**src/hw/post_pkg.sv**
```systemverilog
`default_nettype none

package post_pkg;

    //////////////////////////////////////////////////
    // Memory geometry.
    //////////////////////////////////////////////////

    localparam int burst_words = 4;          // Words per SDRAM burst.

    typedef logic [15:0] word_t;             // One SDRAM word.
    typedef logic [23:0] addr_t;             // Bank(2) + row(13) + column(9).
    typedef word_t [burst_words-1:0] burst_t; // Word 0 sits in the low slice.
    typedef logic [7:0] byte_t;              // One UART payload.

    // Request toward the memory port.
    typedef struct packed {
        logic   write;                       // 1 = write, 0 = read.
        addr_t  addr;                        // First word of the burst.
        burst_t data;                        // Write data, ignored on reads.
    } mem_req_t;

    // Hand-off from the tester to the checker.
    typedef struct packed {
        burst_t expected;                    // Pattern that was written.
        burst_t actual;                      // Burst read back.
        logic   last;                        // Final burst of the run.
    } check_item_t;

    //////////////////////////////////////////////////
    // UART stream.
    //////////////////////////////////////////////////

    localparam byte_t mark_high = 8'hEE;     // Sent in a bad high-byte slot.
    localparam byte_t mark_low  = 8'hFF;     // Sent in a bad low-byte slot.

    localparam int uart_stop_bits = 2;

    //////////////////////////////////////////////////
    // State encodings.
    //////////////////////////////////////////////////

    typedef enum logic [2:0] {
        ts_write,                            // Present write request.
        ts_wait_write,                       // Wait for write completion.
        ts_read,                             // Present read request.
        ts_wait_read,                        // Wait for read data.
        ts_hand_off,                         // Offer burst to the checker.
        ts_dwell,                            // Pause before next burst.
        ts_stopped                           // End of run or error.
    } tester_state_e;

    typedef enum logic [2:0] {
        cs_idle,                             // Ready for a new item.
        cs_compare,                          // Check one byte slot.
        cs_send,                             // Offer byte to the UART.
        cs_halted,                           // Mismatch seen.
        cs_finished                          // Last burst passed.
    } checker_state_e;

endpackage

`default_nettype wire

```
**src/hw/uart_tx.sv**
```systemverilog
`timescale 1ns/100ps
`default_nettype none

module uart_tx #(
    parameter int unsigned baud_div = 1157        // Clocks per bit.
) (
    input  logic            clk_133MHz_210,
    input  logic            rst_n,

    input  post_pkg::byte_t tx_byte,
    input  logic            tx_valid,
    output logic            tx_ready,             // High between frames only.

    output logic            uart_txd
);

    import post_pkg::*;

    localparam int frame_bits = 1 + $bits(byte_t) + uart_stop_bits; // Start, data, stop.
    localparam int bit_w      = $clog2(frame_bits);
    localparam int baud_w     = $clog2(baud_div + 1);

    logic                  busy_q;
    logic [frame_bits-1:0] frame_q;               // Shifted out LSB first.
    logic [baud_w-1:0]     baud_cnt_q;
    logic [bit_w-1:0]      bit_cnt_q;
    logic                  accept;
    logic                  bit_end;

    assign tx_ready = !busy_q;
    assign accept   = tx_valid && !busy_q;
    assign bit_end  = (baud_cnt_q == baud_w'(baud_div - 1));
    assign uart_txd = busy_q ? frame_q[0] : 1'b1; // Idle line is high.

    //////////////////////////////////////////////////
    // Baud and bit counters.
    //////////////////////////////////////////////////

    always_ff @(posedge clk_133MHz_210 or negedge rst_n) begin
        if (!rst_n) begin
            busy_q     <= 1'b0;
            baud_cnt_q <= '0;
            bit_cnt_q  <= '0;
        end else if (accept) begin
            busy_q     <= 1'b1;
            baud_cnt_q <= '0;
            bit_cnt_q  <= '0;
        end else if (busy_q) begin
            if (bit_end) begin
                baud_cnt_q <= '0;
                if (bit_cnt_q == bit_w'(frame_bits - 1)) begin
                    busy_q <= 1'b0;                 // Last stop bit done.
                end else begin
                    bit_cnt_q <= bit_cnt_q + 1'b1;
                end
            end else begin
                baud_cnt_q <= baud_cnt_q + 1'b1;
            end
        end
    end

    // Frame shift register.
    always_ff @(posedge clk_133MHz_210) begin
        if (accept) begin
            frame_q <= {{uart_stop_bits{1'b1}}, tx_byte, 1'b0};
        end else if (busy_q && bit_end) begin
            frame_q <= {1'b1, frame_q[frame_bits-1:1]}; // Next bit to the line.
        end
    end

endmodule

`default_nettype wire

```
**src/hw/word_checker.sv**
```systemverilog
`timescale 1ns/100ps
`default_nettype none

module word_checker (
    input  logic                  clk_133MHz_210,
    input  logic                  rst_n,

    // Bursts from the tester.
    input  post_pkg::check_item_t item,
    input  logic                  item_valid,
    output logic                  item_ready,

    // Byte stream to the UART.
    output post_pkg::byte_t       tx_byte,
    output logic                  tx_valid,
    input  logic                  tx_ready,

    output logic                  fail,           // Sticky until reset.
    output logic                  done            // Whole run passed.
);

    import post_pkg::*;

    localparam int slots  = 2 * burst_words;      // High and low byte per word.
    localparam int slot_w = $clog2(slots);

    checker_state_e    state_q;
    check_item_t       item_q;                    // Burst under test.
    logic [slot_w-1:0] slot_q;                    // Current byte slot.
    logic              mismatch_q;                // Slot holds a marker byte.
    byte_t             byte_q;
    word_t             act_word;
    word_t             exp_word;
    logic              high_slot;

    assign act_word  = item_q.actual[slot_q[slot_w-1:1]];
    assign exp_word  = item_q.expected[slot_q[slot_w-1:1]];
    assign high_slot = !slot_q[0];                // Even slots carry the high byte.

    assign item_ready = (state_q == cs_idle);
    assign tx_valid   = (state_q == cs_send);
    assign tx_byte    = byte_q;
    assign fail       = (state_q == cs_halted);
    assign done       = (state_q == cs_finished);

    //////////////////////////////////////////////////
    // Slot walk.
    //////////////////////////////////////////////////

    always_ff @(posedge clk_133MHz_210 or negedge rst_n) begin
        if (!rst_n) begin
            state_q    <= cs_idle;
            slot_q     <= '0;
            mismatch_q <= 1'b0;
        end else begin
            unique case (state_q)
                cs_idle: begin
                    if (item_valid) begin
                        slot_q  <= '0;
                        state_q <= cs_compare;
                    end
                end
                cs_compare: begin
                    mismatch_q <= (act_word != exp_word); // Whole word compared.
                    state_q    <= cs_send;
                end
                cs_send: begin
                    if (tx_ready) begin
                        if (mismatch_q) begin
                            state_q <= cs_halted;           // Marker is out.
                        end else if (slot_q == slot_w'(slots - 1)) begin
                            state_q <= item_q.last ? cs_finished : cs_idle;
                        end else begin
                            slot_q  <= slot_q + 1'b1;
                            state_q <= cs_compare;
                        end
                    end
                end
                cs_halted: begin
                    state_q <= cs_halted;
                end
                cs_finished: begin
                    state_q <= cs_finished;
                end
                default: begin
                    state_q <= cs_halted;
                end
            endcase
        end
    end

    // Payload capture and byte select.
    always_ff @(posedge clk_133MHz_210) begin
        if ((state_q == cs_idle) && item_valid) begin
            item_q <= item;
        end
        if (state_q == cs_compare) begin
            if (act_word == exp_word) begin
                byte_q <= high_slot ? act_word[15:8] : act_word[7:0];
            end else begin
                byte_q <= high_slot ? mark_high : mark_low; // Error marker.
            end
        end
    end

endmodule

`default_nettype wire

```
**src/hw/burst_tester.sv**
```systemverilog
`timescale 1ns/100ps
`default_nettype none

module burst_tester #(
    parameter int unsigned     dwell_cycles = 2222222,
    parameter post_pkg::addr_t last_addr    = 24'd383996
) (
    input  logic                  clk_133MHz_210,
    input  logic                  rst_n,

    // Memory port.
    output post_pkg::mem_req_t    mem_req,
    output logic                  mem_req_valid,
    input  logic                  mem_req_ready,
    input  logic                  mem_rsp_valid,
    input  post_pkg::burst_t      mem_rsp_data,

    // Hand-off to the checker.
    output post_pkg::check_item_t item,
    output logic                  item_valid,
    input  logic                  item_ready,

    input  logic                  fail            // Halt request from the checker.
);

    import post_pkg::*;

    tester_state_e state_q;
    addr_t         addr_q;                        // Current burst address.
    word_t         pattern_q;                     // Value in every word of the burst.
    logic [31:0]   dwell_cnt_q;
    burst_t        actual_q;                      // Read-back data.
    burst_t        pattern_burst;
    logic          last_burst;
    logic          req_fire;
    logic          dwell_end;
    logic          started_q;                     // Low in reset and the cycle after.

    //////////////////////////////////////////////////
    // Request and hand-off outputs.
    //////////////////////////////////////////////////

    assign pattern_burst = {burst_words{pattern_q}};
    assign last_burst    = (addr_q == last_addr);

    // No new request once an error is flagged.
    assign mem_req_valid = ((state_q == ts_write) || (state_q == ts_read)) &&
                           started_q && !fail;
    assign req_fire      = mem_req_valid && mem_req_ready;

    assign mem_req.write = (state_q == ts_write);
    assign mem_req.addr  = addr_q;
    assign mem_req.data  = pattern_burst;         // Don't care on reads.

    assign item_valid    = (state_q == ts_hand_off);
    assign item.expected = pattern_burst;
    assign item.actual   = actual_q;
    assign item.last     = last_burst;

    assign dwell_end = (dwell_cnt_q >= 32'(dwell_cycles) - 32'd1);

    // Request port stays quiet until the first clock out of reset.
    always_ff @(posedge clk_133MHz_210 or negedge rst_n) begin
        if (!rst_n) begin
            started_q <= 1'b0;
        end else begin
            started_q <= 1'b1;
        end
    end

    //////////////////////////////////////////////////
    // Burst sequence.
    //////////////////////////////////////////////////

    always_ff @(posedge clk_133MHz_210 or negedge rst_n) begin
        if (!rst_n) begin
            state_q     <= ts_write;
            addr_q      <= '0;
            pattern_q   <= '0;
            dwell_cnt_q <= '0;
        end else if (fail) begin
            state_q <= ts_stopped;                // Error freezes the sequence.
        end else begin
            unique case (state_q)
                ts_write: begin
                    if (req_fire) begin
                        state_q <= ts_wait_write;
                    end
                end
                ts_wait_write: begin
                    if (mem_rsp_valid) begin
                        state_q <= ts_read;       // Write acknowledged.
                    end
                end
                ts_read: begin
                    if (req_fire) begin
                        state_q <= ts_wait_read;
                    end
                end
                ts_wait_read: begin
                    if (mem_rsp_valid) begin
                        state_q <= ts_hand_off;   // Item valid next cycle.
                    end
                end
                ts_hand_off: begin
                    // Checker may still be busy with the previous burst.
                    if (item_ready) begin
                        dwell_cnt_q <= '0;
                        if (last_burst) begin
                            state_q <= ts_stopped;
                        end else begin
                            state_q <= ts_dwell;
                        end
                    end
                end
                ts_dwell: begin
                    if (dwell_end) begin
                        dwell_cnt_q <= '0;
                        addr_q      <= addr_q + addr_t'(burst_words); // Next burst.
                        pattern_q   <= pattern_q + word_t'(1);        // Next pattern.
                        state_q     <= ts_write;
                    end else begin
                        dwell_cnt_q <= dwell_cnt_q + 32'd1;
                    end
                end
                ts_stopped: begin
                    state_q <= ts_stopped;
                end
                default: begin
                    state_q <= ts_stopped;
                end
            endcase
        end
    end

    // Capture read data.
    always_ff @(posedge clk_133MHz_210) begin
        if ((state_q == ts_wait_read) && mem_rsp_valid) begin
            actual_q <= mem_rsp_data;
        end
    end

endmodule

`default_nettype wire

```
**src/hw/post_top.sv**
```systemverilog
`timescale 1ns/100ps
`default_nettype none

module post_top #(
    parameter int unsigned    baud_div     = 1157,       // 133.33 MHz / 115200 baud.
    parameter int unsigned    dwell_cycles = 2222222,    // Pause between bursts.
    parameter post_pkg::addr_t last_addr   = 24'd383996  // Address of the final burst.
) (
    input  logic               clk_133MHz_210,
    input  logic               rst_n,

    // Memory request/response port.
    output post_pkg::mem_req_t mem_req,
    output logic               mem_req_valid,
    input  logic               mem_req_ready,
    input  logic               mem_rsp_valid,
    input  post_pkg::burst_t   mem_rsp_data,

    output logic               uart_txd,                 // Serial report.
    output logic               led,                      // Lit on failure.
    output logic               done                      // High after a clean run.
);

    import post_pkg::*;

    //////////////////////////////////////////////////
    // Internal links.
    //////////////////////////////////////////////////

    check_item_t item;           // Tester to checker.
    logic        item_valid;
    logic        item_ready;

    byte_t       tx_byte;        // Checker to UART.
    logic        tx_valid;
    logic        tx_ready;

    logic        fail;           // Sticky error from the checker.

    burst_tester #(
        .dwell_cycles (dwell_cycles),
        .last_addr    (last_addr)
    ) u_burst_tester (
        .clk_133MHz_210 (clk_133MHz_210),
        .rst_n          (rst_n),
        .mem_req        (mem_req),
        .mem_req_valid  (mem_req_valid),
        .mem_req_ready  (mem_req_ready),
        .mem_rsp_valid  (mem_rsp_valid),
        .mem_rsp_data   (mem_rsp_data),
        .item           (item),
        .item_valid     (item_valid),
        .item_ready     (item_ready),
        .fail           (fail)
    );

    word_checker u_word_checker (
        .clk_133MHz_210 (clk_133MHz_210),
        .rst_n          (rst_n),
        .item           (item),
        .item_valid     (item_valid),
        .item_ready     (item_ready),
        .tx_byte        (tx_byte),
        .tx_valid       (tx_valid),
        .tx_ready       (tx_ready),
        .fail           (fail),
        .done           (done)
    );

    uart_tx #(
        .baud_div (baud_div)
    ) u_uart_tx (
        .clk_133MHz_210 (clk_133MHz_210),
        .rst_n          (rst_n),
        .tx_byte        (tx_byte),
        .tx_valid       (tx_valid),
        .tx_ready       (tx_ready),
        .uart_txd       (uart_txd)
    );

    assign led = fail;           // Error lamp.

endmodule

`default_nettype wire

```
**config.mk**
```make
export PLATFORM = sky130hd
export DESIGN_NAME = post_top
export DESIGN_NICKNAME = d
export VERILOG_FILES = /design/src/hw/post_pkg.sv /design/src/hw/uart_tx.sv /design/src/hw/word_checker.sv /design/src/hw/burst_tester.sv /design/src/hw/post_top.sv
export SDC_FILE = /design/constraint.sdc
export NUM_CORES = 1
export LEC_CHECK = 0
export ABC_AREA = 1
export BUFFER_PORTS_ARGS = -buffer_cell sky130_fd_sc_hd__buf_2
export CAP_MARGIN = 20
export CORE_UTILIZATION = 50
export DETAILED_ROUTE_END_ITERATION = 6
export PLACE_DENSITY = 0.69
export SLEW_MARGIN = 10
export SYNTH_ARGS = -nofsm -noshare
export SYNTH_HDL_FRONTEND = slang
export SYNTH_SLANG_ARGS = --single-unit
export TNS_END_PERCENT = 5
```
**constraint.sdc**
```tcl
create_clock -name clk_133MHz_210 -period 11.6 [get_ports clk_133MHz_210]
set_input_delay 1.74 -clock clk_133MHz_210 [delete_from_list [all_inputs] [get_ports clk_133MHz_210]]
set_output_delay 1.74 -clock clk_133MHz_210 [all_outputs]
set_load 0.005 [all_outputs]
```
Yosys cells after proc, flatten, opt, wreduce, memory -nomap -nowiden
Index checks and enable logic that the tools add are counted.
{ "totals": {"regBits": 261, "inputBits": 68, "output_inout_bits": 93, "word_cells": 127} }
{ "classes": {"n_addsub": 6, "magnitude_cmp": 2, "eq_ne": 27, "mux": 44, "bitwise": 1, "n_reduce_logical": 23} }
{ "ops": {"columns": ["operator", "count"], "rows": [
  ["$bmux W16 S2", 2],
  ["$mux W32", 2],
  ["$pmux W32 S2", 1],
  ["$mux W3", 16],
  ["$mux W11", 3],
  ["$add A32 B1 Y32 const B", 1],
  ["$ge A32 B22 Y1 const B", 1],
  ["$mux W16", 2],
  ["$add A24 B3 Y24 const B", 1],
  ["$eq A24 B19 Y1 const B", 1],
  ["$mux W9", 2],
  ["$pmux W3 S6", 1],
  ["$add A16 B1 Y16 const B", 1],
  ["$eq A16 B16 Y1", 1],
  ["$mux W4", 4],
  ["$mux W8", 2],
  ["$ne A16 B16 Y1", 1],
  ["$eq A3 B2 Y1 const B", 4],
  ["$eq A3 B3 Y1 const B", 4],
  ["$pmux W3 S4", 1],
  ["$add A11 B1 Y11 const B", 1],
  ["$eq A11 B11 Y1 const B", 1],
  ["$reduce_bool A2 Y1", 5],
  ["$ne A3 B1 Y1 const B", 3],
  ["other kinds (22)", 42]
]} }

Logic depth before layout (Yosys ltp)
Gate-level depths: netlist (run 1).
{ "depth": {"ltp_word": 8, "depth_mapped": 15} }

Cells and area by module
A second synthesis (run 1) with hierarchy kept.
{ "unflattened": {"hier_cells": 1572, "hier_area_um2": 14909.3} }
{ "by_module_without_submodules": {"columns": ["mod", "n_inst", "cells_each", "area_each_um2", "seq_area_each_um2"], "rows": [
  ["burst_tester", 1, 777, 7214.4, 3773.6],
  ["word_checker", 1, 616, 6292.3, 4289.1],
  ["uart_tx", 1, 179, 1402.6, 660.6]
]} }

Worst setup path before layout (run 1)
Ideal clock, no wire load.
{ "synth_path": {"path_type": "flip-flop to flip-flop", "from": "register u_word_checker.state_q[0]", "to": "register u_word_checker.item_q[0] in the netlist's numbering (enable)", "setup_ps": 620, "arrival_time_ps": 6167, "required_ps": 10980, "slack_ps": 4813, "path_stages_with_launch": 4, "path_buffers": 0, "cell_sequence": "dfrtp_1 > nor2_2 > nand2_2 > nor3_1"} }
{ "synth_via": {"elab_chain_len": 2} }
{ "synth_lines": {"columns": ["item", "line_no", "rtl"], "rows": [
  ["start, declared", "word_checker.sv:27", "checker_state_e state_q;"],
  ["start signal, assigned", "word_checker.sv:52", "state_q <= cs_idle;"],
  ["start signal, assigned", "word_checker.sv:60", "state_q <= cs_compare;"],
  ["start signal, assigned", "word_checker.sv:65", "state_q <= cs_send;"],
  ["$logic_not A3 Y1", "word_checker.sv:94", "if ((state_q == cs_idle) && item_valid) begin"],
  ["$logic_and A1 B1 Y1", "word_checker.sv:94", null],
  ["end signal, assigned", "word_checker.sv:95", "item_q <= item;"],
  ["end, declared", "word_checker.sv:28", "check_item_t item_q;"]
]} }
No other way between the ends.
A chain may end at the register's enable or synchronous reset.

Worst setup path after layout (run 1)
{ "layout_path": {"from": "register u_burst_tester.state_q[0]", "to": "output mem_req_valid"} }
{ "layout_via": {"elab_chain_len": 4, "word_cells_on_any_way": 5} }
{ "layout_lines": {"columns": ["item", "line_no", "rtl"], "rows": [
  ["start, declared", "burst_tester.sv:28", "tester_state_e state_q;"],
  ["start signal, assigned", "burst_tester.sv:77", "state_q <= ts_write;"],
  ["start signal, assigned", "burst_tester.sv:82", "state_q <= ts_stopped;"],
  ["start signal, assigned", "burst_tester.sv:87", "state_q <= ts_wait_write;"],
  ["$eq A3 B2 Y1 / $logic_not A3 Y1 (equally long branches)", "burst_tester.sv:47", "assign mem_req_valid = ((state_q == ts_write) || (state_q == ts_read)) &&"],
  ["$logic_or A1 B1 Y1 *", "burst_tester.sv:47", null],
  ["$logic_and A1 B1 Y1 *", "burst_tester.sv:47", null],
  ["$logic_and A1 B1 Y1 *", "burst_tester.sv:48", "started_q && !fail;"],
  ["end, declared", "post_top.sv:14", "output logic mem_req_valid,"]
]} }
Mark *: on every way between the ends. The rest lies on a longest branch, timed or not.

==> results_dict.tcl, run 1 <==
set metrics [dict create \
    status "complete, no violations" \
    post_cts_resized 0 \
    area_growth_syn_to_layout_pct 12.98 \
    hp-start "u_burst_tester.item[45]$_DFFE_PP_" \
    p_comb_share_pct 0.9 \
    worst_setup_path_end_kind "primary output" \
    p_clk_share_pct 49.7 \
    syn_area_sq_um 12120 \
    irDropWorstVdd_mv 0.1044 \
    floorplan.die.height_um 157.7 \
    syn_avg_cell_area_sq_um 10.06 \
    path_common_cell "nor2_1" \
    drv_slew 0 \
    p_int_uw 1613 \
    cp-start-kind "flip-flop" \
    clk_latency_ps 550 \
    setup_viol 0 \
    path_buf_inv 1 \
    path_cells "nor2_1, nand2_1, nor2_1, buf_2" \
    synth-seq-cells 259 \
    grt_pass1_wl_um 39630 \
    gp_congestion 0.8881 \
    cts_buffers 27 \
    cts.reportedPaths.clkPinSlew_ps 60 \
    setup_ws_ps 8264 \
    cp_max_fo 9 \
    p_seq_share_pct 49.4 \
    rsz0062_at_grt "no" \
    crit_type "flip-flop to primary output" \
    tritoncts "done" \
    drc 0 \
    drt-wirelength-per-cell_um 14.58 \
    switching_share_pct 18.45 \
    dr.pass1.iters 5 \
    ant_nets 0 \
    worstMarginPinSlew_ps 1055 \
    cp_slowest_cell "dfrtp_1" \
    yosysUniqueCellTypes 40 \
    fin_setup_tns_ps 0 \
    first_global_vias 8086 \
    dr_total_vias 8337 \
    fp-row-count 56 \
    p_per_area_nw_per_um2 144.4 \
    cts-root-buf "clkbuf_16" \
    grt_max_degree 82 \
    fillers 2014 \
    reg2reg_from "u_burst_tester.dwell_cnt_q[0]$_DFFE_PN0P_" \
    hold_class "flip-flop to flip-flop" \
    multi_input_area_sq_um 3766 \
    fin_skew_ps 22.76 \
    post_cts_buffers 0 \
    total_power_uw 1977 \
    ctsHoldBuffers 0 \
    critPathLaunch "u_burst_tester.state_q[0]$_DFFE_PN0P_" \
    fin_hold_ws_ps 413.6 \
    min_period_ps 3336 \
    max_slew_margin_pct 29.68 \
    drt-initial-drc-count 623 \
    crit_path_max_incr_delay_ps 480 \
    maxCapViolCount 0 \
    finalHoldViolCount 0 \
    synth_top_cell_area_share_pct 39.88 \
    grt_util_all_layers_pct 20.18 \
    p_leak_uw 0.005972 \
    critical_path.top_delay_family "flip-flops" \
    fp.coreArea_sq_um 23610 \
    register_area_sq_um 7282 \
    critPathArrivalTime_ps 1600 \
    ys_seq_area_share_pct 60.07 \
    n_antenna_cell 0 \
    io_buffers 158 \
    synth_top_area_cell "edfxtp_1" \
    fmax_mhz 299.8 \
    dpl.hpwl_um 16230 \
    start_util_pct 51.34 \
    synthCells 1205 \
    h-tree-depth 1 \
    clk_path_buf_depth 3 \
    cts_sinks 259 \
    io_pins 161 \
    cp.required_ps 9860 \
    synth.area.top_cells "edfxtp_1 (40%), dfrtp_1 (20%), nand2_1 (10%)" \
    drive_gt1_share_pct 18.61 \
    finalCritPeriodShare_pct 28.76 \
    fin_nets 1385 \
    die_width_um 157.7 \
    routed_wl_um 24000 \
    die-area_sq_um 24870 \
    overflow 0 \
    via_per_inst 5.065 \
    fin_cells 1646 \
    place_inst 1596 \
    antenna_found_initial 0 \
    pre_cts_slack_ps 8546 \
    switchingPower_uw 364.7 \
    yosysWarnings 0 \
]
## area by class of cell
cell class	instances	area share [%]
Clock buffer	30	5.015
Clock inverter	20	2.466
Inverter	103	2.877
Multi-Input combinational cell	752	27.50
Sequential cell	259	53.17
Tap cell	319	2.914
Timing Repair Buffer	163	6.066
## cells in the final DEF (no fill, tap or decap), types with 8 or more instances in the layout
master     netlist  layout
nand2_1        322     322
nand4_1         22      22
xor2_1          36      36
a21oi_1          9       9
nor3_1          22      21
o21ai_0         33      33
bufinv_16        0       9
nand3b_1        16      16
ha_1            11      11
inv_1           93      93
clkinv_2         0       8
edfxtp_1       161     161
nand3_1        106     106
inv_2            8       8
clkbuf_16        0      27
buf_2            8     157
dfrtp_1         97      97
nor2_1         100      99
nand3_2         10      10
xnor2_1         15      15
## layer usage
layer / wire length (um) / GRT usage, % / up-vias
met1: 10790 / 26.66 / 3961
met3: 1009 / 2.573 / 38
met4: 554 / 6.472 / 0
met2: 11650 / 34.49 / 202
li1: - / - / 4136
met5: 0 / 0 / -
## worst register-to-register path, delay by kind of cell, from the launching register on
kind                     cells  cell delay, ps
flip-flops                   1             440
AND/OR/NAND/NOR              7            1220
AO/OA/AOI/OAI                2             540
adder cells (fa/ha/maj)      1             200
buffers and inverters        1              90
## logic make-up after synthesis
family                     synth area share [%]
DFF                                       60.07
and+or+nand+nor                           22.73
adders and majority gates                 1.135
other                                   0.06195
xor gates and xnor gates                  3.685
buffers and inverters                     9.000
AOI/OAI and AO/OA                         3.323
## state kept, by name, summed over array words and instances, names as in the netlist, 4 cells and up
name,count
u_uart_tx.baud_cnt_q,11
u_uart_tx.frame_q,9
u_burst_tester.dwell_cnt_q,32
u_word_checker.tx_byte,8
u_burst_tester.pattern_q,16
u_uart_tx.bit_cnt_q,4
u_word_checker.item_q,81
u_burst_tester.item,64
u_burst_tester.addr_q,22
## synth_stat cells (all sizes together)
cell type,count
conb,2
a22o,7
nor3,25
clkbuf,4
o22ai,7
buf,88
a21oi,10
ha,11
nor2,108
nand2,327
dfxtp,1
o21a,1
nand4,22
nor3b,3
dfrtp,97
nand3,116
inv,103
o211ai,2
a31oi,3
nor4,2
xor2,36
nand3b,16
o21ai,36
xnor2,15
edfxtp,161
o31ai,2
## per-stage QoR
step,area [sq um],utilization (%)
finish,13700,58.01
global route,13700,58.01
CTS,13700,58.01
detailed placement,12670,53.67
global placement,12670,53.67
floorplan,12130,-
## final timing paths
check                                                          endpoint  slack, ps  cells past startpoint
worst min register to register      u_word_checker.item_q[45]$_DFFE_PP_        410                      0
worst max-delay path                                      mem_req_valid       8260                      4
min in group asynchronous           u_uart_tx.baud_cnt_q[6]$_DFFE_PN0P_       1110                      1
worst min-delay path                u_word_checker.item_q[45]$_DFFE_PP_        410                      0
max in group asynchronous         u_word_checker.state_q[2]$_DFFE_PN0P_       9260                      2
worst max register to register  u_burst_tester.pattern_q[1]$_DFFE_PN0P_       9020                     11
## power groups by stage
stage	combinational (uW)	sequential, uW	clock, uW
3_5_place_dp	19.3	995	0
4_1_cts	19.3	976	1000
5_1_grt	21.4	975	1040
2_1_floorplan	0.818	995	0
6_report	18.6	976	983
3_3_place_gp	19.1	995	0
No activity file was read; power rests on OpenSTA's default activity.
==> run 2, diff against run 1 <==
Settings changed: PLACE_DENSITY 0.69 to 0.71.
Clock period 11.6 ns to 2.7 ns, I/O delays scaled along.
==> results_dict.tcl, run 2 (synthesis results as in run 1) <==
set metrics [dict create \
    status "complete, no violations" \
    fin_setup_tns_ps 0 \
    dpl.hpwl_um 16690 \
    die_width_um 157.7 \
    p_leak_uw 0.005979 \
    io_pins 161 \
    setup_viol 0 \
    fin_cells 1658 \
    irDropWorstVdd_mv 0.5294 \
    h-tree-depth 1 \
    ant_nets 0 \
    drv_slew 0 \
    busiest_layer "met2" \
    dpl_cell_area_sq_um 12810 \
    grt_util_all_layers_pct 20.08 \
    first_global_vias 8085 \
    largest_reg_flops 81 \
    routed_wl_um 23970 \
    rsz0062_at_grt "no" \
    maxCapViolCount 0 \
    post_cts_buffers 0 \
    finalHoldViolCount 0 \
    floorplan.die.height_um 157.7 \
    cts-root-buf "clkbuf_16" \
    gp_congestion 0.9048 \
    max_slew_margin_pct 35.54 \
    cp-start-kind "flip-flop" \
    place_inst 1608 \
    drt-initial-drc-count 691 \
    cts.reportedPaths.clkPinSlew_ps 70 \
    drt-wirelength-per-cell_um 14.46 \
    cp.required_ps 3130 \
    worst_setup_path_end_kind "flip-flop" \
    clk_path_buf_depth 3 \
    reg2reg_from "u_burst_tester.dwell_cnt_q[0]$_DFFE_PN0P_" \
    cts_buffers 27 \
    final_common_cell "nand2_1" \
    dr.pass1.iters 5 \
    fin_nets 1397 \
    fillers 2009 \
    tritoncts "done" \
    p_per_area_nw_per_um2 581.1 \
    n_antenna_cell 0 \
    overflow 0 \
    finalCritPeriodShare_pct 83.63 \
    via_per_inst 5.065 \
    fin_util_pct 58.11 \
    drive_gt1_share_pct 19.49 \
    min_period_ps 2258 \
    fp-row-count 56 \
    cts_sinks 259 \
    io_buffers 158 \
    clk_latency_ps 530 \
    regMostFlops "u_word_checker.item_q" \
    hold_class "input port to asynchronous set/reset pin" \
    grtUsageMet3_pct 2.765 \
    worstMarginPinSlew_ps 966.8 \
    crit_type "flip-flop to flip-flop" \
    grt_pass1_wl_um 39320 \
    cp_max_fo 48 \
    critPathLaunch "u_burst_tester.dwell_cnt_q[0]$_DFFE_PN0P_" \
    post_cts_resized 0 \
    total_power_uw 7973 \
    globalRouteMet2Util_pct 34.07 \
    antenna_found_initial 0 \
    ctsHoldBuffers 0 \
    fmax_mhz 442.9 \
    drc 0 \
    start_util_pct 51.34 \
    dr_total_vias 8397 \
    grtUsageMet1_pct 26.23 \
    critPathArrivalTime_ps 2690 \
    grt_max_degree 76 \
    area_growth_syn_to_layout_pct 13.18 \
    mostFrequentLayoutCells "nand2_1 (322), edfxtp_1 (161), buf_2 (157)" \
    fin_skew_ps 19.50 \
    fp.coreArea_sq_um 23610 \
    fin_area_sq_um 13720 \
    rrSetupSlack_ps 440 \
    die-area_sq_um 24870 \
]
## run 2: changes by cell type in the layout (fill, tap and decap cells not counted)
cell and change:
buf_12 +3, buf_4 +9, bufinv_16 -8, clkbuf_8 +9, clkinv_1 -2, clkinv_2 -5, clkinv_4 +1, clkinvlp_4 +4
inv_16 -1, inv_6 +1, inv_8 +1, nor3_2 -1, nor3_4 +1
## run 2: layout make-up
class | instances | area (sq um) | share of cell area (%)
Sequential cell | 259 | 7282 | 53.07
Multi-Input combinational cell | 752 | 3772 | 27.49
Timing Repair Buffer | 175 | 958.4 | 6.985
Clock buffer | 39 | 810.8 | 5.909
Tap cell | 319 | 399.1 | 2.909
Inverter | 103 | 394.1 | 2.873
Clock inverter | 11 | 103.9 | 0.7569
## run 2: report_power, final
| group | switching (uW) | internal [uW] | total (uW) |
|---|---|---|---|
| clock | 1510 | 2190 | 3700 |
| sequential | 0.508 | 4190 | 4190 |
| combinational | 45.6 | 36.9 | 82.5 |
## run 2: layer usage
layer	vias up	share of wire [%]
met2	231	49
met1	3955	44
li1	4171	-
met3	40	4.6
met4	0	2.4
met5	-	0
## run 2: final timing paths
check | end | cells after the start
max | u_burst_tester.pattern_q[6]$_DFFE_PN0P_ | 11
min | u_uart_tx.baud_cnt_q[7]$_DFFE_PN0P_ | 1
max reg2reg | u_burst_tester.pattern_q[6]$_DFFE_PN0P_ | 11
min reg2reg | u_word_checker.item_q[40]$_DFFE_PP_ | 0
max in group asynchronous | u_burst_tester.dwell_cnt_q[12]$_DFFE_PN0P_ | 2
min in group clk_133MHz_210 | u_burst_tester.item[53]$_DFFE_PP_ | 1
## run 2: critical path, stage by stage (launching register included)
cell,delay (ps)
dfrtp_1,440
inv_1,90
ha_1,200
nand2_1,70
nand2_1,50
a21oi_1,140
nand2_1,60
nand2_1,60
nand2_2,80
nand2_4,70
nand2_2,480
o21ai_0,410
## run 2: through the flow
stage	worst slack, ps	hold WS (ps)
after global routing	199.4	23.17
final	442.0	28.59
after floorplan	-346.1	109.4
after CTS	404.8	20.66
after detailed placement	416.1	404.5
after global placement	513.7	401.5
